File: config.mk
export PLATFORM = sky130hd
export DESIGN_NAME = intAlu
export DESIGN_NICKNAME = d
export VERILOG_FILES = /design/src/load_config.svh /design/src/loadPkg.sv /design/src/intAlu.sv
export SDC_FILE = /design/constraint.sdc
export NUM_CORES = 1
export LEC_CHECK = 0
export BUFFER_PORTS_ARGS = -buffer_cell sky130_fd_sc_hd__buf_2
export CORE_ASPECT_RATIO = 1.1
export CORE_MARGIN = 3
export CORE_UTILIZATION = 52
export CTS_CLUSTER_DIAMETER = 150
export DETAILED_ROUTE_END_ITERATION = 8
export GPL_ROUTABILITY_DRIVEN = 0
export PLACE_DENSITY_LB_ADDON = 0.15
export SLEW_MARGIN = 20
export SYNTH_ARGS = -nofsm -noshare
export SYNTH_HDL_FRONTEND = slang
export SYNTH_SLANG_ARGS = --single-unit
File: constraint.sdc
create_clock -name clk -period 7.15 [get_ports clk]
set_clock_uncertainty 0.05 [all_clocks]
set_input_delay 0.715 -clock clk [delete_from_list [all_inputs] [get_ports clk]]
set_output_delay 0.715 -clock clk [all_outputs]
set_load 0.02 [all_outputs]
File: src/load_config.svh
`ifndef LOAD_CONFIG_SVH
`define LOAD_CONFIG_SVH

// Issue ports into the operand-load stage
`define LD_NUM_PORTS 2

// Writeback ports, 0 is the integer ALU and 1 comes from outside
`define LD_NUM_WBS 2

// Zero-cycle forwards
`define LD_NUM_ZC 1

// Execution units, one enable bit each
`define LD_NUM_XUS 6

`define LD_RF_DEPTH 64
`define LD_PCF_DEPTH 8

`endif

File: src/loadPkg.sv
`default_nettype none

package loadPkg;

    // Physical register tag, bits 5:0 address the register file
    typedef logic [6:0] Tag;

    // Sequence number, compared by signed difference
    typedef logic [6:0] SqN;

    typedef logic [2:0] FetchID_t;
    typedef logic [7:0] BHist_t;

    // Tag of the hardwired zero register
    localparam Tag zeroTag = 7'h7f;

    // Order matters, it sets the enableXU bit position
    typedef enum logic [2:0] {
        FU_INT,
        FU_LSU,
        FU_ST,
        FU_MUL,
        FU_DIV,
        FU_FPU
    } FuncUnit;

    // ALU operation in the low bits of opcode
    typedef enum logic [2:0] {
        ADD,
        SUB,
        AND,
        OR,
        XOR
    } IntOp;

    typedef struct packed {
        logic predicted;
        logic taken;
        logic isJump;
    } BranchPredInfo;

    typedef struct packed {
        logic [30:0] pc;
        logic [1:0] branchPos;
        BHist_t hist;
        BranchPredInfo bpi;
    } PCFileEntry;

    // Micro-op as issued
    typedef struct packed {
        logic [31:0] imm;
        Tag tagA;
        Tag tagB;
        Tag tagDst;
        logic [4:0] nmDst;
        SqN sqN;
        SqN loadSqN;
        SqN storeSqN;
        logic [5:0] opcode;
        FetchID_t fetchID;
        logic [1:0] fetchOffs;
        logic compressed;
        logic immB;
        FuncUnit fu;
    } R_UOp;

    // Micro-op with operands, sent to execute
    typedef struct packed {
        logic [31:0] srcA;
        logic [31:0] srcB;
        logic [31:0] imm;
        logic [31:0] pc;
        Tag tagDst;
        logic [4:0] nmDst;
        SqN sqN;
        SqN loadSqN;
        SqN storeSqN;
        logic [5:0] opcode;
        FetchID_t fetchID;
        BHist_t history;
        BranchPredInfo bpi;
        logic compressed;
        logic valid;
    } EX_UOp;

    typedef struct packed {
        logic [31:0] result;
        Tag tagDst;
        SqN sqN;
    } RES_UOp;

endpackage

`default_nettype wire

File: src/intAlu.sv
`timescale 1ns/1ps
`default_nettype none

module intAlu import loadPkg::*; (
    input  wire clk,
    input  wire rst,

    input  wire EX_UOp exUOp,
    input  wire enable,

    // Same-cycle result for dependents
    output logic zcValid,
    output Tag zcTag,
    output logic [31:0] zcResult,

    // Registered writeback
    output logic wbValid,
    output RES_UOp wbUOp
);

    always_comb begin
        zcValid = exUOp.valid && enable;
        zcTag = exUOp.tagDst;
        case (IntOp'(exUOp.opcode[2:0]))
            ADD: zcResult = exUOp.srcA + exUOp.srcB;
            SUB: zcResult = exUOp.srcA - exUOp.srcB;
            AND: zcResult = exUOp.srcA & exUOp.srcB;
            OR:  zcResult = exUOp.srcA | exUOp.srcB;
            XOR: zcResult = exUOp.srcA ^ exUOp.srcB;
            default: zcResult = 32'b0;
        endcase
    end

    always_ff @(posedge clk) begin
        if (rst) begin
            wbValid <= 1'b0;
        end else begin
            wbValid <= zcValid;
        end
    end

    // Payload only, valid above
    always_ff @(posedge clk) begin
        if (zcValid) begin
            wbUOp.result <= zcResult;
            wbUOp.tagDst <= exUOp.tagDst;
            wbUOp.sqN <= exUOp.sqN;
        end
    end

endmodule

`default_nettype wire

# Word level (Yosys, flattened, before mapping)
# Cells that the tools add are included.
# W data, S select, Z words.
[classes]
n_addsub = 2
n_eq_ne = 4
n_mux = 1
bitwise = 3
n_reduce_logical = 2
[op_table]
columns = ["op", "n"]
rows = [
  ["$pmux W32 S5", 1],
  ["$add A32 B32 Y32", 1],
  ["$and A32 B32 Y32", 1],
  ["$or A32 B32 Y32", 1],
  ["$sub A32 B32 Y32", 1],
  ["$xor A32 B32 Y32", 1],
  ["$eq A3 B2 Y1 const B", 2],
  ["$eq A3 B1 Y1 const B", 1],
  ["$eq A3 B3 Y1 const B", 1],
  ["$logic_not A3 Y1", 1],
  ["$logic_and A1 B1 Y1", 1],
]
[word_totals]
ff_bits = 47
input_bits = 186
wordCells = 16

# Longest topological paths before layout
[depth]
ltp_word = 2
mapped_depth = 18
depth_no_buf = 17

# Worst setup path before layout
# Ideal clock, no wire load.
[synth_path]
path_kind = "input -> output"
startpoint = "input exUOp[123] (netlist bit)"
endpoint = "output zcResult[30]"
arrival_time_ns = 4.375
path_slack_ns = 2.010
path_stages = 17
path_buffers = 1
path_cell_list = "or3_4 -> nor3b_4 -> nand2_2 -> or4_4 -> nand2b_4 -> nand2_1 -> xnor2_1 -> ha_1 -> buf_2 -> a21oi_1 -> nand2_1 -> a221o_1 -> a32o_1 -> a41oi_1 -> a31oi_1 -> xnor2_1 -> o221ai_1"
[synth_between]
elab_chain_cells = 2
elab_cells_between_ends = 3
classes_between = "add/sub: 2; mux: 1"
[synth_rtl]
columns = ["item", "line", "source"]
rows = [
  ["start: declaration", "intAlu.sv:8", "input wire EX_UOp exUOp,"],
  ["$sub A32 B32 Y32 or $add A32 B32 Y32 (tied branches)", "intAlu.sv:26, intAlu.sv:25", ""],
  ["$pmux W32 S5 *", "intAlu.sv:24", "case (IntOp'(exUOp.opcode[2:0]))"],
  ["end: declaration", "intAlu.sv:14", "output logic [31:0] zcResult,"],
]
# Every way passes the cells marked *; elsewhere a longest branch is shown, timed or not.

# Worst setup path in the final report
[layout_path]
startpoint = "input exUOp[123] (netlist bit)"
endpoint = "output zcResult[31]"
# The elaborated chain is that of the path after synthesis.

==> qor.csv <==
stage;metric;value;unit
sta;actual slew at the worst max-slew pin;0.718;ns
sta;Final Max Slew Viols;0;
power;Cell Pwr Density;166;nW/µm²
floorplan;Die X-Extent;106;µm
clocking;postcts setup bufs;0;
synth;#FFs+latches synth;47;
setup_path;Crit Path Max Fanout;7;
clocking;clock slew at reported path FFs;0.06;ns
global_route;first-pass GRT wire length;25300;µm
detailed_routing;WL met2;7310;µm
clocking;root buffer cell;clkbuf_16;
detailed_routing;Starting DRT DRC Count;290;
synth;post-synthesis sequential area ratio;24.5;%
finish;n_diodes;0;
synth;synth unique cells;65;
global_route;vias in the first global route;5285;
global_route;largest net degree at the start of global routing;49;
sta;minimum clock period;5.86;ns
clocking;clock buffer count from CTS;5;
setup_path;crit path DAT;5.10;ns
floorplan;Initial Util;54.2;%
synth;Mean Syn Cell Area;8.41;µm²
detailed_routing;WL/cell;16.5;µm
finish;synthesis-to-finish area growth;19.1;%
detailed_routing;met3 wire len;1220;µm
place;hpwl dp;12300;µm
synth;Syn Inst Count;680;
finish;fin util;64.6;%
detailed_routing;Total Routed Length;16000;µm
worst_hold_path;worst hold start;rst;
synth;Cell Area, Synth;5720;µm²
synth;post-synth top area cell;edfxtp_1;
clocking;CTS tree;done;
global_route;total global routing overflow;0;
synth;Mapped Nets;963;
detailed_routing;DRT Pass-1 Iters;5;
synth;post-synth top area share;24.2;%
clocking;Longest Clk Path Bufs;2;
floorplan;core area;10500;µm²
detailed_routing;Routed Antenna Nets;0;
sta;RSZ-0062 raised after global routing;no;
sta;slew margin rel.;51.7;%
synth;top cells by area, synth;edfxtp_1 24%, ha_1 21%, xnor2_1 6.3%, inv_1 4.7%, a21oi_1 4.5%;
clocking;CTS H-tree depth;2;
setup_path;critical path capture point type;output port;
floorplan;Rows;39;
synth;Yosys warning count;0;
detailed_routing;Met1 Routed Length;7170;µm
floorplan;Die Footprint;12300;µm²
power;VDD IR max;96.5;µV
global_route;initial antenna violation count;1;
finish;nets;1109;
global_route;Total GRT Usage;25.4;%
worst_hold_path;hold crit path type;in2reg;
power;total power;1.13;mW
clocking;post-cts resize count;0;
synth;Synth top cells by count;96 x ha_1, 72 x inv_1, 54 x nor2_1;
detailed_routing;DR top layer;met5;
setup_path;Worst Setup SP;exUOp[123];
run;MaxCap Viol Count;0;
sta;Max Fclk;171;MHz
clocking;CTS Sinks;47;
sta;Final TNS setup;0;ns
setup_path;critical path class;in2out;
sta;setup violators final;0;
place;port buffer count;171;
power;Leak Pwr;3.27;nW
sta;Fin. Hold Viols;0;
synth;Post-synth EDFFs;46;
outcome;status;completed;
detailed_routing;DRC Markers;0;
synth;count leader, synth;ha_1;
floorplan;Die H;116;µm
detailed_routing;routed via count;5523;
finish;Filler Cell Count;917;
setup_path;Worst EP required;6.38;ns
detailed_routing;routed vias/inst;5.69;
floorplan;IO Count;273;
setup_path;startpoint class of the critical path;input port;
synth;FFs w/ async S/R, synth;0;%
synth;top_reg_cell synth;edfxtp_1;
clocking;CTS hold repair buffers;0;
sta;fin crit share;82.0;%
finish;share of layout cells above drive strength 1;24.5;%
[critical path: stages]
cell and delay, ns:
buf_2 0.13, or3_4 0.41, nor3b_4 0.24, nand2_2 0.14, or4_4 0.55, nand2b_4 0.22, nand2_1 0.11, xnor2_1 0.07
ha_1 0.42, nand2_1 0.12, nor3_1 0.62, and4_1 0.28, o311a_1 0.18, nor3_1 0.10, o31a_1 0.35, mux2i_1 0.17
nand2_1 0.09, buf_2 0.17
[state kept, by name, summed over array words and instances, names as in the netlist]
signal   cells
wbValid      1
wbUOp       46
[cells by family after synthesis]
kind of cell    after synthesis  share of synthesized area, %
compound gates              203                          23.1
mux                           4                         0.700
fa+ha+maj                    97                          21.4
flops                        47                          24.5
xor+xnor                     53                          8.12
simple gates                163                          14.3
buf+inv                     113                          7.92
[path summary, 6_finish.rpt]
kind,cells past startpoint,to
worst max-delay path,18,zcResult[31]
worst min-delay path,2,wbValid
[layout make-up]
| type | instances | area (µm²) | area share (%) |
|---|---|---|---|
| tap | 143 | 179 | 2.63 |
| sequential | 47 | 1400 | 20.6 |
| timing repair buffer | 179 | 916 | 13.5 |
| inverter | 73 | 274 | 4.02 |
| clock inverter | 3 | 47.5 | 0.698 |
| clock buffer | 5 | 125 | 1.84 |
| multi-input combinational | 520 | 3860 | 56.8 |
[layer usage]
layer | track usage, % | vias up
met5 | 0 | -
met1 | 32.9 | 2567
met2 | 43.0 | 217
li1 | - | 2713
met3 | 4.46 | 24
met4 | 8.81 | 2
[layout by cell type (no fill, tap or decap), drive strengths merged, types with 12 or more instances in the layout]
cell type	synthesis	layout
a31oi	14	14
a21oi	52	52
xor2	12	12
xnor2	41	41
ha	96	96
nor2	55	55
nand2	41	41
edfxtp	46	46
o21ai	48	48
a211oi	16	16
buf	11	179
inv	72	73
a21o	18	18
[through the flow]
stage	instance area [µm²]	cells	worst slack [ns]	hold slack [ns]
floorplan	5720	680	2.01	0.737
global placement	6630	962	1.44	0.823
detailed placement	6630	962	1.38	0.833
CTS	6810	970	1.35	0.520
global route	6810	970	0.956	0.523
finish	6810	970	1.29	0.525
[power breakdown]
group | total (mW) | switching [mW] | internal [mW]
registers | 0.337 | 0.00439 | 0.332
logic | 0.512 | 0.319 | 0.193
clock network | 0.281 | 0.114 | 0.167
total | 1.13 | 0.438 | 0.692
(Power assumes the default switching activity.)
