<file path="src/load_config.svh">
`ifndef LOAD_CONFIG_SVH
`define LOAD_CONFIG_SVH

// Issue ports into the operand-load stage
`define LD_NUM_PORTS 2

// Writeback ports, 0 is the integer ALU and 1 comes from outside
`define LD_NUM_WBS 2

// Zero-cycle forwards
`define LD_NUM_ZC 1

// Execution units, one enable bit each
`define LD_NUM_XUS 6

`define LD_RF_DEPTH 64
`define LD_PCF_DEPTH 8

`endif

</file>
<file path="src/loadPkg.sv">
`default_nettype none

package loadPkg;

    // Physical register tag, bits 5:0 address the register file
    typedef logic [6:0] Tag;

    // Sequence number, compared by signed difference
    typedef logic [6:0] SqN;

    typedef logic [2:0] FetchID_t;
    typedef logic [7:0] BHist_t;

    // Tag of the hardwired zero register
    localparam Tag zeroTag = 7'h7f;

    // Order matters, it sets the enableXU bit position
    typedef enum logic [2:0] {
        FU_INT,
        FU_LSU,
        FU_ST,
        FU_MUL,
        FU_DIV,
        FU_FPU
    } FuncUnit;

    // ALU operation in the low bits of opcode
    typedef enum logic [2:0] {
        ADD,
        SUB,
        AND,
        OR,
        XOR
    } IntOp;

    typedef struct packed {
        logic predicted;
        logic taken;
        logic isJump;
    } BranchPredInfo;

    typedef struct packed {
        logic [30:0] pc;
        logic [1:0] branchPos;
        BHist_t hist;
        BranchPredInfo bpi;
    } PCFileEntry;

    // Micro-op as issued
    typedef struct packed {
        logic [31:0] imm;
        Tag tagA;
        Tag tagB;
        Tag tagDst;
        logic [4:0] nmDst;
        SqN sqN;
        SqN loadSqN;
        SqN storeSqN;
        logic [5:0] opcode;
        FetchID_t fetchID;
        logic [1:0] fetchOffs;
        logic compressed;
        logic immB;
        FuncUnit fu;
    } R_UOp;

    // Micro-op with operands, sent to execute
    typedef struct packed {
        logic [31:0] srcA;
        logic [31:0] srcB;
        logic [31:0] imm;
        logic [31:0] pc;
        Tag tagDst;
        logic [4:0] nmDst;
        SqN sqN;
        SqN loadSqN;
        SqN storeSqN;
        logic [5:0] opcode;
        FetchID_t fetchID;
        BHist_t history;
        BranchPredInfo bpi;
        logic compressed;
        logic valid;
    } EX_UOp;

    typedef struct packed {
        logic [31:0] result;
        Tag tagDst;
        SqN sqN;
    } RES_UOp;

endpackage

`default_nettype wire

</file>
<file path="src/operandLoad.sv">
`timescale 1ns/1ps
`default_nettype none

`include "load_config.svh"

module operandLoad import loadPkg::*; (
    input  wire clk,
    input  wire rst,

    // Issue side
    input  wire uopValid [`LD_NUM_PORTS-1:0],
    input  wire R_UOp uop [`LD_NUM_PORTS-1:0],
    input  wire stall [`LD_NUM_PORTS-1:0],

    // Writeback snoop
    input  wire wbValid [`LD_NUM_WBS-1:0],
    input  wire RES_UOp wbUOp [`LD_NUM_WBS-1:0],

    input  wire invalidate,
    input  wire SqN invalidateSqN,

    // Zero-cycle forward
    input  wire zcValid [`LD_NUM_ZC-1:0],
    input  wire Tag zcTag [`LD_NUM_ZC-1:0],
    input  wire [31:0] zcResult [`LD_NUM_ZC-1:0],

    output FetchID_t pcReadAddr [`LD_NUM_PORTS-1:0],
    input  wire PCFileEntry pcReadData [`LD_NUM_PORTS-1:0],

    output logic [5:0] rfReadAddr [2*`LD_NUM_PORTS-1:0],
    input  wire [31:0] rfReadData [2*`LD_NUM_PORTS-1:0],

    // Execute side
    output logic [`LD_NUM_XUS-1:0] enableXU [`LD_NUM_PORTS-1:0],
    output FuncUnit funcUnit [`LD_NUM_PORTS-1:0],
    output EX_UOp exUOp [`LD_NUM_PORTS-1:0]
);

    localparam logic [`LD_NUM_XUS-1:0] xuOne = 1;

    // Operand k belongs to port k mod ports, the upper half are B operands
    Tag opTag [2*`LD_NUM_PORTS-1:0];
    logic [31:0] opValue [2*`LD_NUM_PORTS-1:0];

    logic [31:0] srcB [`LD_NUM_PORTS-1:0];
    logic [31:0] pcRebuilt [`LD_NUM_PORTS-1:0];
    BHist_t histRebuilt [`LD_NUM_PORTS-1:0];
    BranchPredInfo bpiRebuilt [`LD_NUM_PORTS-1:0];
    logic accept [`LD_NUM_PORTS-1:0];
    logic dropHeld [`LD_NUM_PORTS-1:0];

    // True when a is younger than b
    function automatic logic isYounger(input SqN a, input SqN b);
        SqN diff;
        diff = a - b;
        return $signed(diff) > 0;
    endfunction

    always_comb begin
        for (int i = 0; i < `LD_NUM_PORTS; i++) begin
            opTag[i] = uop[i].tagA;
            opTag[i + `LD_NUM_PORTS] = uop[i].tagB;
            pcReadAddr[i] = uop[i].fetchID;
        end
        for (int k = 0; k < 2 * `LD_NUM_PORTS; k++) begin
            rfReadAddr[k] = opTag[k][5:0];
        end
    end

    // Register file, then writeback snoop, then zero-cycle forward, then zero tag
    always_comb begin
        for (int k = 0; k < 2 * `LD_NUM_PORTS; k++) begin
            opValue[k] = rfReadData[k];
            for (int j = 0; j < `LD_NUM_WBS; j++) begin
                if (wbValid[j] && wbUOp[j].tagDst == opTag[k]) begin
                    opValue[k] = wbUOp[j].result;
                end
            end
            for (int j = 0; j < `LD_NUM_ZC; j++) begin
                if (zcValid[j] && zcTag[j] == opTag[k]) begin
                    opValue[k] = zcResult[j];
                end
            end
            if (opTag[k] == zeroTag) begin
                opValue[k] = 32'b0;
            end
        end
    end

    always_comb begin
        for (int i = 0; i < `LD_NUM_PORTS; i++) begin
            srcB[i] = uop[i].immB ? uop[i].imm : opValue[i + `LD_NUM_PORTS];

            // fetchOffs points at the last halfword of the instruction
            pcRebuilt[i] = {1'b0, pcReadData[i].pc[30:3], uop[i].fetchOffs, 1'b0}
                - (uop[i].compressed ? 32'd0 : 32'd2);

            // Past a predicted branch the history already holds its outcome
            if (pcReadData[i].bpi.predicted && !pcReadData[i].bpi.isJump
                    && uop[i].fetchOffs > pcReadData[i].branchPos) begin
                histRebuilt[i] = {pcReadData[i].hist[$bits(BHist_t)-2:0],
                                  pcReadData[i].bpi.taken};
            end else begin
                histRebuilt[i] = pcReadData[i].hist;
            end

            bpiRebuilt[i] = (uop[i].fetchOffs == pcReadData[i].branchPos)
                ? pcReadData[i].bpi : '0;

            accept[i] = uopValid[i] && !stall[i]
                && !(invalidate && isYounger(uop[i].sqN, invalidateSqN));
            dropHeld[i] = invalidate && exUOp[i].valid
                && isYounger(exUOp[i].sqN, invalidateSqN);
        end
    end

    always_ff @(posedge clk) begin
        if (rst) begin
            for (int i = 0; i < `LD_NUM_PORTS; i++) begin
                exUOp[i].valid <= 1'b0;
                enableXU[i] <= '0;
                funcUnit[i] <= FU_INT;
            end
        end else begin
            for (int i = 0; i < `LD_NUM_PORTS; i++) begin
                if (accept[i]) begin
                    exUOp[i].srcA <= opValue[i];
                    exUOp[i].srcB <= srcB[i];
                    exUOp[i].imm <= uop[i].imm;
                    exUOp[i].pc <= pcRebuilt[i];
                    exUOp[i].tagDst <= uop[i].tagDst;
                    exUOp[i].nmDst <= uop[i].nmDst;
                    exUOp[i].sqN <= uop[i].sqN;
                    exUOp[i].loadSqN <= uop[i].loadSqN;
                    exUOp[i].storeSqN <= uop[i].storeSqN;
                    exUOp[i].opcode <= uop[i].opcode;
                    exUOp[i].fetchID <= uop[i].fetchID;
                    exUOp[i].history <= histRebuilt[i];
                    exUOp[i].bpi <= bpiRebuilt[i];
                    exUOp[i].compressed <= uop[i].compressed;
                    exUOp[i].valid <= 1'b1;
                    funcUnit[i] <= uop[i].fu;
                    // One-hot in FuncUnit order
                    enableXU[i] <= xuOne << uop[i].fu;
                end else if (!stall[i] || dropHeld[i]) begin
                    exUOp[i].valid <= 1'b0;
                    enableXU[i] <= '0;
                end
            end
        end
    end

endmodule

`default_nettype wire

</file>
<file path="config.mk">
export PLATFORM = sky130hd
export DESIGN_NAME = operandLoad
export DESIGN_NICKNAME = d
export VERILOG_FILES = /design/src/loadPkg.sv /design/src/operandLoad.sv
export VERILOG_INCLUDE_DIRS = /design/src
export SDC_FILE = /design/constraint.sdc
export NUM_CORES = 1
export LEC_CHECK = 0
export BUFFER_PORTS_ARGS = -buffer_cell sky130_fd_sc_hd__buf_2
export CAP_MARGIN = 30
export CORE_AREA = 2 2 374 376
export DETAILED_ROUTE_END_ITERATION = 10
export DIE_AREA = 0 0 376 378
export GPL_ROUTABILITY_DRIVEN = 0
export HOLD_SLACK_MARGIN = 0.1
export SKIP_LAST_GASP = 1
export SLEW_MARGIN = 20
export SYNTH_ARGS = -nofsm -noshare
export SYNTH_HDL_FRONTEND = slang
export SYNTH_SLANG_ARGS = --single-unit
</file>
<file path="constraint.sdc">
create_clock -name clk -period 11.7 [get_ports clk]
set_input_delay 1.17 -clock clk [delete_from_list [all_inputs] [get_ports clk]]
set_output_delay 1.17 -clock clk [all_outputs]
set_load 0.1 [all_outputs]
</file>
# Yosys cells after proc, flatten, opt, wreduce, memory -nomap -nowiden

Index checks and enable logic that the tools add are counted.

Bits in registers: 384
Input port bits: 554
Output and inout port bits: 414
Logic and storage cells: 137

$add $sub $neg: 6
$lt $le $gt $ge: 6
Equal/unequal tests: 18
Shift-type cells: 2
Muxes and demuxes: 28
Bitwise operators: 1
Reduce and logical (&&, ||, !) cells: 38

Operators by type and width:

| operator            | number |
|---|---|
| $mux 32             | 16 |
| $eq 7x7->1          | 12 |
| $sub 31x2->32       | 2 |
| $eq 7x7->1 const B  | 4 |
| $gt 7x1->1 const B  | 4 |
| $sub 7x7->7         | 4 |
| $logic_and 1x1->1   | 26 |
| $mux 6              | 4 |
| $mux 8              | 2 |
| $shl 1x3->6 const A | 2 |
| $logic_not 1->1     | 6 |
| $eq 2x2->1          | 2 |
| $gt 2x2->1          | 2 |
| $mux 1              | 4 |
| $mux 2              | 2 |
| $reduce_and 2->1    | 2 |
| $reduce_bool 2->1   | 2 |
| $logic_or 1x1->1    | 2 |
| $not 1->1           | 1 |

# Logic depth before layout (Yosys ltp)

Depth in word-level cells: 7
Depth in mapped cells: 10
Gate-level depth less buffers: 10

# Worst setup path before layout

No wires, ideal clock.

Path type: input to register
From: in invalidateSqN[1]
To: reg exUOp[100] (netlist name), enable pin
Setup time: 0.725 ns
Arrival time: 10.524 ns
Data required time: 10.975 ns
Setup slack: 0.452 ns
Cell stages on the path: 8
Buffers on the path: 0
Path through: inv_1 ha_1 nor2b_1 o21a_1 or4_1 a221oi_1 nor2_1 nor2_1

Word-level cells in the longest chain between the ends: 6

Ends and longest elaborated chain:

| element                           | RTL line           | source |
|---|---|---|
| start: declaration                | operandLoad.sv:20  | `input wire SqN invalidateSqN,` |
| $sub 7x7->7                       | operandLoad.sv:55  | `diff = a - b;` |
| $gt 7x1->1                        | operandLoad.sv:56  | `return $signed(diff) > 0;` |
| $logic_and 1x1->1                 | operandLoad.sv:111 | `&& !(invalidate && isYounger(uop[i].sqN, invalidateSqN));` |
| $logic_not 1->1                   | operandLoad.sv:111 |  |
| $logic_and 1x1->1                 | operandLoad.sv:111 |  |
| $reduce_and 2->1 (no source line) | --                 |  |
| end: declaration                  | operandLoad.sv:36  | `` output EX_UOp exUOp [`LD_NUM_PORTS-1:0] `` |

Every way passes these cells.
A chain may end at the register's enable or synchronous reset.

# Worst setup path after layout

From: in invalidateSqN[1]
To: reg exUOp[226] (netlist name), enable pin

The elaborated chain is that of the path after synthesis.

==> qor.txt <==
outcome = completed
CP Class = primary input to flip-flop
Final Cycle Share = 0.438
Critical Path Start Type = primary input
Hold Path Class = flip-flop to flip-flop
Iteration-0 DRC Markers = 1954
gr usage total = 0.175
Fin Setup TNS = 0 ps
H-tree levels = 2
crit-path max FO = 102
CTS Buffer Depth = 3
CTS tree = done
post-CTS repair timing setup buffer count = 0
Core ar. = 139000 um2
clk sinks = 382
final setup vio count = 0
hold_buf cts = 0
die area = 142000 um2
unrepaired setup endpoints after global routing = no
critical path cell sequence = buf_2, inv_1, fa_1, a211oi_1, nor2_1, xnor2_1, nand4_1, a311o_1, nor2_4, buf_12, buf_4
worst path required time = 11960 ps
P_sw = 1.59 mW
layout cells sized above 1 = 0.427
Die X = 376 um
CTS buffer count = 48
Synth Warn # = 0
Post-DP HPWL = 105000 um
pin count of the biggest net entering global routing = 105
Mapped Area = 19800 um2
DRC errors left = 0
FP Rows = 137
Netlist cell types = 66
Post-Synthesis Cells = 1615
Synth async-reset ratio = 0
clk_lat worst skew = 640 ps
EDFF count, synth = 362
clock share of power = 0.356
final hold vios = 0
max incr delay on CP = 860 ps
Worst-Margin Slew = 1090 ps
Max Slew Vio Count = 0
maximum capacitance violations = 0
CP bufs+invs = 4
relative slew slack = 0.268
vias in the first global route = 18000
highest clock rate = 195 MHz
Int Pwr = 2.62 mW
detailed-route via count = 19200
crit path DAT = 5390 ps
Starting Density = 0.143
Sequential Power Share = 0.382
Die H = 378 um
switching share of power = 0.378
Pre-antenna DRT Iters = 8
Via density = 4.36
io pins = 968
clock skew = 11.4 ps
total power = 4.22 mW
post_cts resized = 0
P&R area growth vs syn = 42.7%
first-pass GRT wire length = 166000 um
global route total overflow = 0
Critical-path top delay cell = buf_4
CP endpoint kind = flip-flop
nets = 3116
pwr dens = 149 nW/um2
drt total wl = 132000 um
CTS Root Cell = clkbuf_16
combinational power share = 0.262
DR WL/cell = 30.0 um
IO Port Bufs = 945
ys flop type = edfxtp_1
Avg Cell Area, Syn = 12.3 um2
delay-heaviest family, CP = buffers and inverters
part of the Yosys area used for sequential elements = 0.569
P_leak = 11.3 nW
Tmin final = 5130 ps
#FFs+latches synth = 382
Worst-path clk slew = 60 ps
Antenna Nets Post-Route = 0
peak supply drop = 0.000113 V
initial antenna violation count = 116
==> Yosys cell counts (4+ instances only) <==
cell	n	area [um2]
buf_2	12	60.1
and3_1	7	43.8
buf_4	32	240
nor3_1	21	105
a32o_1	10	100
clkbuf_1	72	270
inv_1	36	135
nand2b_1	11	68.8
nor2_1	111	417
dfxtp_1	20	400
xor2_1	50	438
nand3_1	17	85.1
nor3b_1	6	45.0
o2bb2ai_1	4	35.0
fa_1	4	80.1
ha_1	32	400
mux2_2	17	191
xnor2_1	102	893
nand2_1	157	589
a22o_1	64	561
nor4_1	13	81.3
nor2b_1	12	75.1
edfxtp_1	362	10900
nand4_1	24	150
a32oi_1	64	561
a21oi_1	13	65.1
a211o_1	65	569
mux2i_1	133	1330
nand3b_1	5	37.5
or4_1	4	30.0
o21ai_0	76	380
==> worst reg2reg max path, cell delays in order (launching register included) <==
cell,delay (ps)
edfxtp_1,430
inv_1,90
ha_1,160
inv_1,60
fa_1,400
a21oi_1,350
o211a_1,190
o21bai_1,60
a221o_1,390
a41oi_2,400
a32o_1,180
==> cells by family after synthesis <==
logic type | synth area share
compound gates | 0.129
xor+xnor | 0.0672
fa+ha+maj | 0.0242
buf+inv | 0.0360
flops | 0.569
mux | 0.0768
other cells | 0.000189
simple gates | 0.0980
==> state kept, by name, indices dropped and copies added (netlist names) <==
name / cells
exUOp: 364
enableXU: 12
funcUnit: 6
==> cells in the final DEF, fill, tap and decap left out, types with 4 or more instances in the layout <==
cell / n
or4_1: 4
o21ai_0: 76
xor2_1: 50
a21oi_1: 13
nor2_1: 100
edfxtp_1: 362
nand3_1: 17
nand3b_1: 5
a211o_1: 65
inv_1: 36
buf_4: 28
nor3_1: 19
and3_1: 7
clkinv_1: 12
xnor2_1: 102
nand2_1: 157
nand4_1: 24
o2bb2ai_1: 4
nor4_1: 12
clkinvlp_4: 4
a32o_1: 10
nor2_4: 11
mux2i_1: 133
clkbuf_16: 48
nor2b_1: 12
fa_1: 4
diode_2: 28
nand2b_1: 11
inv_6: 6
nor3b_1: 6
dfxtp_1: 20
a22o_1: 64
clkbuf_1: 7
mux2_2: 17
a32oi_1: 64
ha_1: 32
buf_2: 946
==> stage by stage <==
stage | utilization | cells | hold WS, ps | instance area (um2) | setup slack (ps)
finish | 0.204 | 4399 | 464 | 28300 | 6570
global placement | 0.192 | 4280 | 444 | 26600 | 5650
CTS | 0.204 | 4370 | 469 | 28200 | 6240
floorplan | - | 1616 | 907 | 19800 | 452
detailed placement | 0.193 | 4282 | 456 | 26700 | 5560
global route | 0.204 | 4379 | 489 | 28200 | 6420
==> power groups by stage <==
stage	Sequential (mW)	Clock, mW	Combinational, mW
2_1_floorplan	2.18	0	0.238
3_3_place_gp	1.64	0	1.09
3_5_place_dp	1.64	0	1.10
4_1_cts	1.61	1.55	1.10
5_1_grt	1.62	1.59	1.14
6_report	1.61	1.50	1.11
==> worst paths after layout <==
| kind | start | end | slack (ps) | cells past startpoint |
|---|---|---|---|---|
| min | enableXU[6] | enableXU[6] | 460 | 1 |
| max | invalidateSqN[1] | exUOp[226] | 6570 | 11 |
| max reg2reg | exUOp[219] | enableXU[11] | 8930 | 10 |
| min reg2reg | enableXU[6] | enableXU[6] | 460 | 1 |
==> layout make-up <==
cell class / count / area [um2]
clock inverters: 31 / 262
flip-flops and latches: 382 / 11300
inverters: 36 / 135
repair buffers: 978 / 5030
fillers: 15200 / 110000
clock buffers: 57 / 1250
diodes: 28 / 70.1
multi-input cells: 1080 / 8000
well taps: 1807 / 2260
==> metal layers <==
| metal | routed length (um) | vias up | global-route usage |
|---|---|---|---|
| met3 | 13800 | 346 | 0.0584 |
| li1 | - | 8010 | - |
| met2 | 59100 | 1404 | 0.279 |
| met4 | 5510 | 32 | 0.0624 |
| met5 | 210 | - | 0 |
| met1 | 53100 | 9380 | 0.220 |
Power figures use the tool's default switching activity.
