===== config.mk =====
export PLATFORM = sky130hd
export DESIGN_NAME = pcFile
export DESIGN_NICKNAME = d
export VERILOG_FILES = /design/src/loadPkg.sv /design/src/pcFile.sv
export VERILOG_INCLUDE_DIRS = /design/src
export SDC_FILE = /design/constraint.sdc
export NUM_CORES = 1
export LEC_CHECK = 0
export BUFFER_PORTS_ARGS = -buffer_cell sky130_fd_sc_hd__buf_2
export CAP_MARGIN = 20
export CORE_MARGIN = 2
export CORE_UTILIZATION = 50
export CTS_CLUSTER_SIZE = 25
export DETAILED_ROUTE_END_ITERATION = 16
export PLACE_DENSITY_LB_ADDON = 0.15
export SYNTH_ARGS = -nofsm -noshare
export SYNTH_HDL_FRONTEND = slang
export SYNTH_SLANG_ARGS = --single-unit

===== constraint.sdc =====
create_clock -name clk -period 5.5 [get_ports clk]
set_input_delay 0.825 -clock clk [delete_from_list [all_inputs] [get_ports clk]]
set_output_delay 0.825 -clock clk [all_outputs]
set_load 0.02 [all_outputs]

===== src/load_config.svh =====
`ifndef LOAD_CONFIG_SVH
`define LOAD_CONFIG_SVH

// Issue ports into the operand-load stage
`define LD_NUM_PORTS 2

// Writeback ports, 0 is the integer ALU and 1 comes from outside
`define LD_NUM_WBS 2

// Zero-cycle forwards
`define LD_NUM_ZC 1

// Execution units, one enable bit each
`define LD_NUM_XUS 6

`define LD_RF_DEPTH 64
`define LD_PCF_DEPTH 8

`endif


===== src/loadPkg.sv =====
`default_nettype none

package loadPkg;

    // Physical register tag, bits 5:0 address the register file
    typedef logic [6:0] Tag;

    // Sequence number, compared by signed difference
    typedef logic [6:0] SqN;

    typedef logic [2:0] FetchID_t;
    typedef logic [7:0] BHist_t;

    // Tag of the hardwired zero register
    localparam Tag zeroTag = 7'h7f;

    // Order matters, it sets the enableXU bit position
    typedef enum logic [2:0] {
        FU_INT,
        FU_LSU,
        FU_ST,
        FU_MUL,
        FU_DIV,
        FU_FPU
    } FuncUnit;

    // ALU operation in the low bits of opcode
    typedef enum logic [2:0] {
        ADD,
        SUB,
        AND,
        OR,
        XOR
    } IntOp;

    typedef struct packed {
        logic predicted;
        logic taken;
        logic isJump;
    } BranchPredInfo;

    typedef struct packed {
        logic [30:0] pc;
        logic [1:0] branchPos;
        BHist_t hist;
        BranchPredInfo bpi;
    } PCFileEntry;

    // Micro-op as issued
    typedef struct packed {
        logic [31:0] imm;
        Tag tagA;
        Tag tagB;
        Tag tagDst;
        logic [4:0] nmDst;
        SqN sqN;
        SqN loadSqN;
        SqN storeSqN;
        logic [5:0] opcode;
        FetchID_t fetchID;
        logic [1:0] fetchOffs;
        logic compressed;
        logic immB;
        FuncUnit fu;
    } R_UOp;

    // Micro-op with operands, sent to execute
    typedef struct packed {
        logic [31:0] srcA;
        logic [31:0] srcB;
        logic [31:0] imm;
        logic [31:0] pc;
        Tag tagDst;
        logic [4:0] nmDst;
        SqN sqN;
        SqN loadSqN;
        SqN storeSqN;
        logic [5:0] opcode;
        FetchID_t fetchID;
        BHist_t history;
        BranchPredInfo bpi;
        logic compressed;
        logic valid;
    } EX_UOp;

    typedef struct packed {
        logic [31:0] result;
        Tag tagDst;
        SqN sqN;
    } RES_UOp;

endpackage

`default_nettype wire


===== src/pcFile.sv =====
`timescale 1ns/1ps
`default_nettype none

`include "load_config.svh"

module pcFile import loadPkg::*; (
    input  wire clk,

    // Fetch side write
    input  wire wrEn,
    input  wire FetchID_t wrAddr,
    input  wire PCFileEntry wrData,

    // One read per issue port
    input  wire FetchID_t rdAddr [`LD_NUM_PORTS-1:0],
    output PCFileEntry rdData [`LD_NUM_PORTS-1:0]
);

    // Fetch-block context, indexed by fetch ID
    PCFileEntry entries [`LD_PCF_DEPTH-1:0];

    always_ff @(posedge clk) begin
        if (wrEn) begin
            entries[wrAddr] <= wrData;
        end
    end

    always_comb begin
        for (int i = 0; i < `LD_NUM_PORTS; i++) begin
            rdData[i] = entries[rdAddr[i]];
        end
    end

endmodule

`default_nettype wire


# Word level (Yosys, flattened, before mapping)
# Memory sizes are Yosys's and may differ from the RTL's.
# Index checks and enable logic that the tools add are counted.
[word_totals]
regBits = 0
ramBits = 352
inputBits = 55
output_inout_bits = 88
elab_cells = 3
mem_count = 1
[mem_list]
columns = ["memory", "words", "width", "read_ports", "rd_ports_with_merged_regs", "wr", "line", "source"]
rows = [
  ["entries", 8, 44, 2, 0, 1, "pcFile.sv:20", "PCFileEntry entries [`LD_PCF_DEPTH-1:0];"],
]
[op_classes]
mux = 2
[ops]
columns = ["operator", "count"]
rows = [
  ["1-bit 2-to-1 mux", 2],
]

# Depth between registers and ports, before layout
# Gate-level depths: netlist of run 1.
[logic_depth]
ltp_word = 2
depth_mapped = 5

# Worst setup path after synthesis of run 1
# Ideal clock, no wire load.
[synth_path]
path_kind = "input to register"
from = "input wrAddr[2]"
to = "memory entries[0][0] in the netlist's numbering (enable)"
arrival_ns = 4.015
required_time_ns = 5.000
setup_slack_ns = 0.985
path_stages = 2
n_path_buf = 0
path_cell_list = "nand2b_1 -> nor3_1"
[synth_rtl]
columns = ["item", "line", "source"]
rows = [
  ["from (decl)", "pcFile.sv:11", "input wire FetchID_t wrAddr,"],
  ["to (decl)", "pcFile.sv:20", ""],
]
# No word-level cell before the write port.

==> results of run 1 <==
[where the power goes]
| part | leakage [nW] | switching (W) | internal (W) |
|---|---|---|---|
| registers | 3.20 | 0.0000361 | 0.00305 |
| clock network | 0.558 | 0.00100 | 0.00134 |
| logic | 2.25 | 0.000351 | 0.000300 |
[through the flow]
stage / worst slack [ps] / hold WS [ps]
6_report: 1734 / 562.4
2_1_floorplan: 984.9 / 923.9
4_1_cts: 1629 / 548.3
5_1_grt: 1561 / 567.4
3_3_place_gp: 1719 / 1075
3_5_place_dp: 1626 / 1094
[synth_stat cells, drive strengths merged]
cell	instances
edfxtp	352
mux4	176
mux2	88
buf	27
clkbuf	23
nor2	6
nand2b	3
nand2	2
nor3	2
[worst max-delay path by stage]
stage | startpoint | endpoint
after floorplan | wrAddr[2] | entries[0][0]
after global placement | rdAddr[0] | rdData[11]
after detailed placement | rdAddr[0] | rdData[4]
after CTS | rdAddr[0] | rdData[4]
after global routing | rdAddr[0] | rdData[4]
final | rdAddr[0] | rdData[4]
[cell families after synthesis]
| kind of cell | count (synthesis) | synth area share |
|---|---|---|
| DFF | 352 | 0.6613 |
| muxes | 264 | 0.3147 |
| buffers and inverters | 50 | 0.02028 |
| and+or+nand+nor | 13 | 0.003680 |
[final cells by class]
type	count	area [um^2]
Fill cell	2310	13310
Sequential cell	352	10570
Multi-Input combinational cell	277	5144
Clock buffer	43	991.0
Timing Repair Buffer	164	893.4
Tap cell	402	503.0
Clock inverter	23	145.1
[per-layer routing]
metal / track usage / wire length [um] / vias up
met5: 0 / 27 / -
met4: 0.06016 / 733 / 4
met3: 0.04686 / 2230 / 56
met2: 0.3702 / 18160 / 239
met1: 0.3059 / 15230 / 4277
li1: - / - / 3318
==> summary by stage, run 1 <==
Status
The flow ran to the end, and the final reports show no timing, DRC or antenna violations.

Global routing
Entering global routing, the biggest net connects 67 pins. The number of antenna violations at the first check in global routing came to 2. The global-route wire length before repair is 54140 um. In the global route stage, overall resource usage came out at 0.2233. The remaining global-route overflow is 0. The via count of the first global-routing pass came to ~9000.

Logic synthesis
Of the post-synthesis cell area, the dominant cell type holds 0.6613. The synthesized instance count is 679. The synthesized netlist net count is roughly 730.

The synthesized area per cell is 23.54 um^2. Summed over all instances, the cell type with the most area after synthesis is sky130_fd_sc_hd__edfxtp_1. For this run, the number of Yosys warnings is 0. The synthesized netlist occupies a cell area of around 16000 um^2.

Yosys attributes the largest share of cell area to sky130_fd_sc_hd__edfxtp_1 66%, sky130_fd_sc_hd__mux4_2 25%, sky130_fd_sc_hd__mux2_2 4.8%. The synthesis-stage register bit count is between 300 and 400. The number of distinct library cell variants in the gate-level netlist after synthesis is 12. For this run, the register share of the synthesized area comes to 0.6613.

Power and ir drop
The static leakage is 6.008 nW. For this design the ratio of total power to cell area is 332.9 nW/um^2. The design draws 0.006074 W. The worst-case vdd ir drop is 0.2902 mV.

Die
The total I/O pin count is 143. The die covers 33410 um^2. In this run the standard cell core region covers 31560 um^2. Measured along the x axis, the die boundary spans roughly 180 um. From bottom edge to top edge, the die measures between 150 and 200 um. After floorplanning, the core was divided into 65 placement rows. The initial cell density of the core is 0.5065.

Place
The routability congestion estimate from global placement is between 0.7 and 0.8. The number of input and output port buffers inserted is 142. The placed instances occupy a cell area of ~17000 um^2. Once placement completed, the tool counted placed cells totaling 1195. Once detailed placement completed, the half-perimeter wirelength came to ~21000 um.

Clocking
Clock tree synthesis selected as its root buffer the cell sky130_fd_sc_hd__clkbuf_16. The hold buffer count at CTS is 0. The TritonCTS clock tree is built. The total setup buffers inserted after CTS is 0.

Clock tree synthesis inserted a total of 39 buffers. No sink is reached through more buffers than the 3 on the longest clock path. Clock-pin slew was measured on the worst setup and hold paths at ~60 ps. In this run, post-CTS repair resized a total of 0 instances. In this run the number of H-tree levels came out at 2. For this design, the sink count on the clock tree is roughly 350.

STA
Setup repair after global routing left no endpoint under its margin. Subtracting the final worst setup slack from the clock period gives between 3000 and 4000 ps. The relative slew slack is 0.2798. The final max-slew violation count is 0. In the finished design, the share of the clock period the worst path needs comes to 0.6847.

The sum of negative setup slack is 0 ps. The final setup violation count is 0. The final count of hold timing violations is 0. The actual slew at the worst max-slew pin is around 1100 ps. Timing would allow up to approximately 270 MHz.

Min path
The startpoint identified for the worst hold timing path is wrData[12]. The worst hold path class is in2reg. The hold path depth is 1. The end point of the worst hold path is entries[2][12].

Drt
The routed wirelength normalized by instance count is just under 30 um. Summed over all layers, the routed wires come to roughly 36000 um. The final route contains just under 8000 vias. The first-pass detailed-route iteration total is 5. In the routed layout, each cell is associated on average with a via count of approximately 6.3.

The detailed router finished its first iteration with approximately 600 violations. In the routed design, unresolved DRC markers number 0. Once detail routing completed, the nets flagged for antenna violations numbered 0.

Cells and area
The flip-flop count of the largest register, all copies and words added is 352. The largest registers in the layout are entries x352. The final non-filler cell total is 1261.

In the layout the commonest cells are 352 x sky130_fd_sc_hd__edfxtp_1, 176 x sky130_fd_sc_hd__mux4_2, 138 x sky130_fd_sc_hd__buf_2, 68 x sky130_fd_sc_hd__mux2_2, 39 x sky130_fd_sc_hd__clkbuf_16. Of the cells placed in the final design, the portion with a size suffix greater than 1 is 0.5693. The final net count is roughly 900. The utilization of the core after routing is 0.5782.

The cell area after layout is 18250 um^2. From synthesis to final layout, the design area changed by 14.16%. The most common cell after layout, fill and taps aside is sky130_fd_sc_hd__edfxtp_1. More flip-flops sit in one register than any other, and that register is entries. The number of diodes added for antenna fixing is 0.

Setup path
The critical path crosses 5 cells after its start point. The cell type group with the largest total delay on the critical path is buffers and inverters. STA classifies the critical path startpoint as a primary input. The path type of the worst setup path is in2out.

STA classifies the critical path endpoint as a primary output. The delay of the slowest critical-path stage is about 610 ps. The data arrival time of the critical path is roughly 3000 ps. The worst endpoint required time is 4680 ps. The cell with the largest stage delay on the worst path is sky130_fd_sc_hd__buf_6. In this run the worst path has a maximum fanout of between 50 and 60. Traced cell by cell, the critical path runs through buf_6 -> buf_4 -> mux4_2 -> mux2_2 -> buf_2.

The number of buffer and inverter stages on the critical path is 3.

Flow run
The tool flagged a number of max-cap violations equal to 0.
No activity file was read; power rests on OpenSTA's default activity.
==> run 2: changes to the inputs <==
--- a/config.mk
+++ b/config.mk
@@ -6,6 +6,7 @@
 export SDC_FILE = /design/constraint.sdc
 export NUM_CORES = 1
 export LEC_CHECK = 0
+export ABC_AREA = 1
 export BUFFER_PORTS_ARGS = -buffer_cell sky130_fd_sc_hd__buf_2
 export CAP_MARGIN = 20
 export CORE_MARGIN = 2
==> constraint.sdc (replaced) <==
create_clock -name clk -period 3.02 [get_ports clk]
set_input_delay 0.453 -clock clk [delete_from_list [all_inputs] [get_ports clk]]
set_output_delay 0.453 -clock clk [all_outputs]
set_load 0.02 [all_outputs]
==> run 2 against run 1 <==
Against the previous run: power is 91% higher; sequential share of layout area is 8.1 points lower; clock power is 92% higher; critical path depth is 4 higher; largest power group unchanged; first-iteration DRC count is 140% higher; critical path type unchanged.
==> summary by stage, run 2 <==
Setup path
The delay of the slowest critical-path stage is 430 ps (-180 ps). Traced cell by cell, the critical path runs through buf_6 -> inv_4 -> buf_12 -> nand2_1 -> nand3_1 -> nand2_1 -> nand2_1 -> nand2_1 -> buf_2. The data arrival time of the critical path is 1840 ps (-1100 ps). The number of buffer and inverter stages on the critical path came to 4 (+1). The cell with the largest stage delay on the worst path is sky130_fd_sc_hd__buf_12.

The largest fanout of any net on the critical path is 116 (+110%). The worst setup path is launched from a primary input. The worst endpoint required time is 2570 ps (-2110 ps).

Among cell families on the critical path, the largest total delay comes from buffers and inverters. In this design, the critical path's most frequently occurring cell is sky130_fd_sc_hd__nand2_1. The worst setup path is captured at a primary output. The path type of the worst setup path is in2out.

Logic synthesis
The synthesized area per cell is 8.027 um^2 (-66%). The synthesized instance count is 2357 (+250%). The Yosys warning count is 0 (unchanged). The most used flip-flop cell after synthesis is sky130_fd_sc_hd__edfxtp_1.

The share of synthesized registers carrying an async set or reset is 0 (unchanged). The synthesis-stage register bit count is 352 (unchanged). The proportion of netlist area held by the largest area contributor came to 0.5587 (-0.1027). The commonest cells after synthesis are 1150 x sky130_fd_sc_hd__nand2_1, 355 x sky130_fd_sc_hd__inv_1, 352 x sky130_fd_sc_hd__edfxtp_1, 352 x sky130_fd_sc_hd__nand3_1, 50 x sky130_fd_sc_hd__buf_2.

After synthesis, the cell types taking the most area are sky130_fd_sc_hd__edfxtp_1 56%, sky130_fd_sc_hd__nand2_1 23%, sky130_fd_sc_hd__nand3_1 9.3%. The synthesized netlist net count is 2412 (+230%). The largest total area in the synthesized netlist belongs to sky130_fd_sc_hd__edfxtp_1. The number of distinct library cell variants in the gate-level netlist after synthesis is 12 (unchanged). The synthesized area is 18920 um^2 (+18%). In the post-synthesis netlist, the cell with the most instances is sky130_fd_sc_hd__nand2_1. The number of enable flip-flop cells after synthesis is 352 (unchanged).

The post-synthesis sequential area ratio came to 0.5587 (-0.1027).

Clocking
The clock edge transition at the registers on the reported setup and hold paths is 50 ps (about the same). The clock tree root buffer cell is sky130_fd_sc_hd__clkbuf_16. The number of gates resized after CTS is 0 (unchanged).

The clock net sink count came to 352 (unchanged). The TritonCTS buffer count is 41 (+5.1%). The TritonCTS clock tree is built. The number of buffers on the longest clock path is 3 (unchanged). The number of H-tree levels was 2 (unchanged). The total setup buffers inserted after CTS came to 0 (unchanged). The hold buffer count at CTS is 0 (unchanged).

Die
The floorplan row count is 71 (+9.2%). The overall die area is 39410 um^2 (+18%). The total I/O pin count is 143 (unchanged).

The die outline height came to 198.5 um (+8.6%). The die span in x is 198.5 um (+8.6%). The core region area was 37490 um^2 (+19%). The initial cell density of the core was 0.5047 (-0.001797).

Place
The number of input and output port buffers inserted came to 142 (unchanged). The routability congestion estimate from global placement was 0.7794 (+9.0%). The post-detailed-placement half-perimeter wirelength is 27920 um (+33%).

The total instance count after detailed placement is 2911 (+140%).

STA
The final max-slew violation count was 0 (unchanged). In the finished design, the share of the clock period the worst path needs comes to 0.7586. Static timing analysis puts the maximum clock frequency at about 440 MHz. The relative slew slack came to 0.5867 (+0.3069). The final setup violation count was 0 (unchanged). The post-layout minimum cycle time is roughly 2300 ps. Setup repair after global routing left no endpoint under its margin. The sum of negative setup slack was 0 ps (unchanged). The final count of hold timing violations is 0 (unchanged). The actual slew at the worst max-slew pin is 620.0 ps (-457.8 ps).

Cells and area
The final net count came to 2498 (+180%). The layout cell share with drive strength beyond 1 is 0.09907 (-0.4702). The signed area change from the synthesized netlist to the final layout is 12.06%. In the final layout, the registers with the most flip-flops are entries x352.

The final non-filler cell total is 2989 (+140%). Leaving out fill and tap cells, the most frequent cells in the layout are 1150 x sky130_fd_sc_hd__nand2_1, 355 x sky130_fd_sc_hd__inv_1, 352 x sky130_fd_sc_hd__nand3_1, 352 x sky130_fd_sc_hd__edfxtp_1, 138 x sky130_fd_sc_hd__buf_2. The flip-flop count of the largest register, all copies and words added was 352 (unchanged). The utilization of the core after routing was 0.5656 (-0.01265). The count of filler cells inserted in the layout is 3425 (+48%). More flip-flops sit in one register than any other, and that register is entries.

The library cell used most frequently in the layout, excluding fill and tap cells, is sky130_fd_sc_hd__nand2_1.

Drt
The first-pass detailed-route iteration total is 5 (unchanged). The number of remaining DRC errors is 0 (unchanged). The count of vias placed by the detailed router is 15655 (+98%).

The routed wirelength normalized by instance count is 17.70 um (-39%). The length of routed met3 wiring is 4295 um (+93%). The number of vias per cell after detailed routing is 5.238 (-16%). The violation count after the first detailed-routing iteration is 1464 (+140%). The met1 wire length is 21820 um (+43%). The highest metal layer with signal wires is met5. The final wirelength was 52900 um (+45%). The amount of wire on met2 after detailed routing is 24930 um (+37%). The remaining antenna violation count after routing is 0 (unchanged).

Flow run
The max capacitance violation total was 0 (unchanged).

Global routing
The remaining global-route overflow is 0 (unchanged). The global-route usage over all layers is 0.2707 (+0.04743). The global-route wire length before repair was 81750 um (+51%). The number of antenna violations at the first check in global routing is 4 (+2). The via count of the first global-routing pass came to 15254 (+74%).

The maximum number of pins on one net before global-route repair came to 117 (+75%).

Power and ir drop
The power per cell area is 547.3 nW/um^2 (+64%). The static leakage is 10.35 nW (+72%). The worst-case vdd ir drop is 0.4434 mV (+53%).

Min path
The worst hold path class is in2reg.

Status
The run finished with clean final reports.
==> run 2: through the flow <==
step / setup slack, ps / hold slack [ps] / cell area, um^2 / total power (W)
after global placement: 774.0 / 716.1 / 19980 / 0.007165
after detailed placement: 758.8 / 717.2 / 19980 / 0.007193
final: 729.1 / 169.2 / 21200 / 0.01160
after floorplan: 129.3 / 551.9 / 18920 / 0.006688
after CTS: 759.2 / 141.3 / 21190 / 0.01167
after global routing: 636.1 / 171.9 / 21190 / 0.01203
==> run 2: metal layers <==
layer | GRT usage | up-vias
met2 | 0.4522 | 707
met3 | 0.04239 | 153
met1 | 0.3517 | 7283
met5 | 0 | -
met4 | 0.1166 | 2
li1 | - | 7510
==> run 2: final cells by class <==
cell class / count / area, um^2 / share of cell area
clock inverters: 24 / 107.6 / 0.005075
clock buffers: 49 / 1099 / 0.05181
inverters: 361 / 1365 / 0.06438
diodes: 5 / 12.51 / 0.0005901
well taps: 511 / 639.4 / 0.03015
multi-input cells: 1510 / 6168 / 0.2909
flip-flops and latches: 352 / 10570 / 0.4985
repair buffers: 177 / 1241 / 0.05854
==> run 2: power breakdown <==
part | internal, W | switching (W) | total (W)
Combinational | 0.000439 | 0.00109 | 0.00153
Clock | 0.00257 | 0.00193 | 0.00450
Sequential | 0.00554 | 0.0000329 | 0.00558
==> run 2: kinds of logic after synthesis <==
kind of cell,Yosys count,synth area share
flip-flops,352,0.5587
buffers and inverters,495,0.1185
AND/OR/NAND/NOR,1510,0.3228
==> run 2: final timing paths <==
check,end,cells after the start,from
setup / recovery,rdData[75],9,rdAddr[3]
hold / removal,entries[2][10],1,wrData[10]
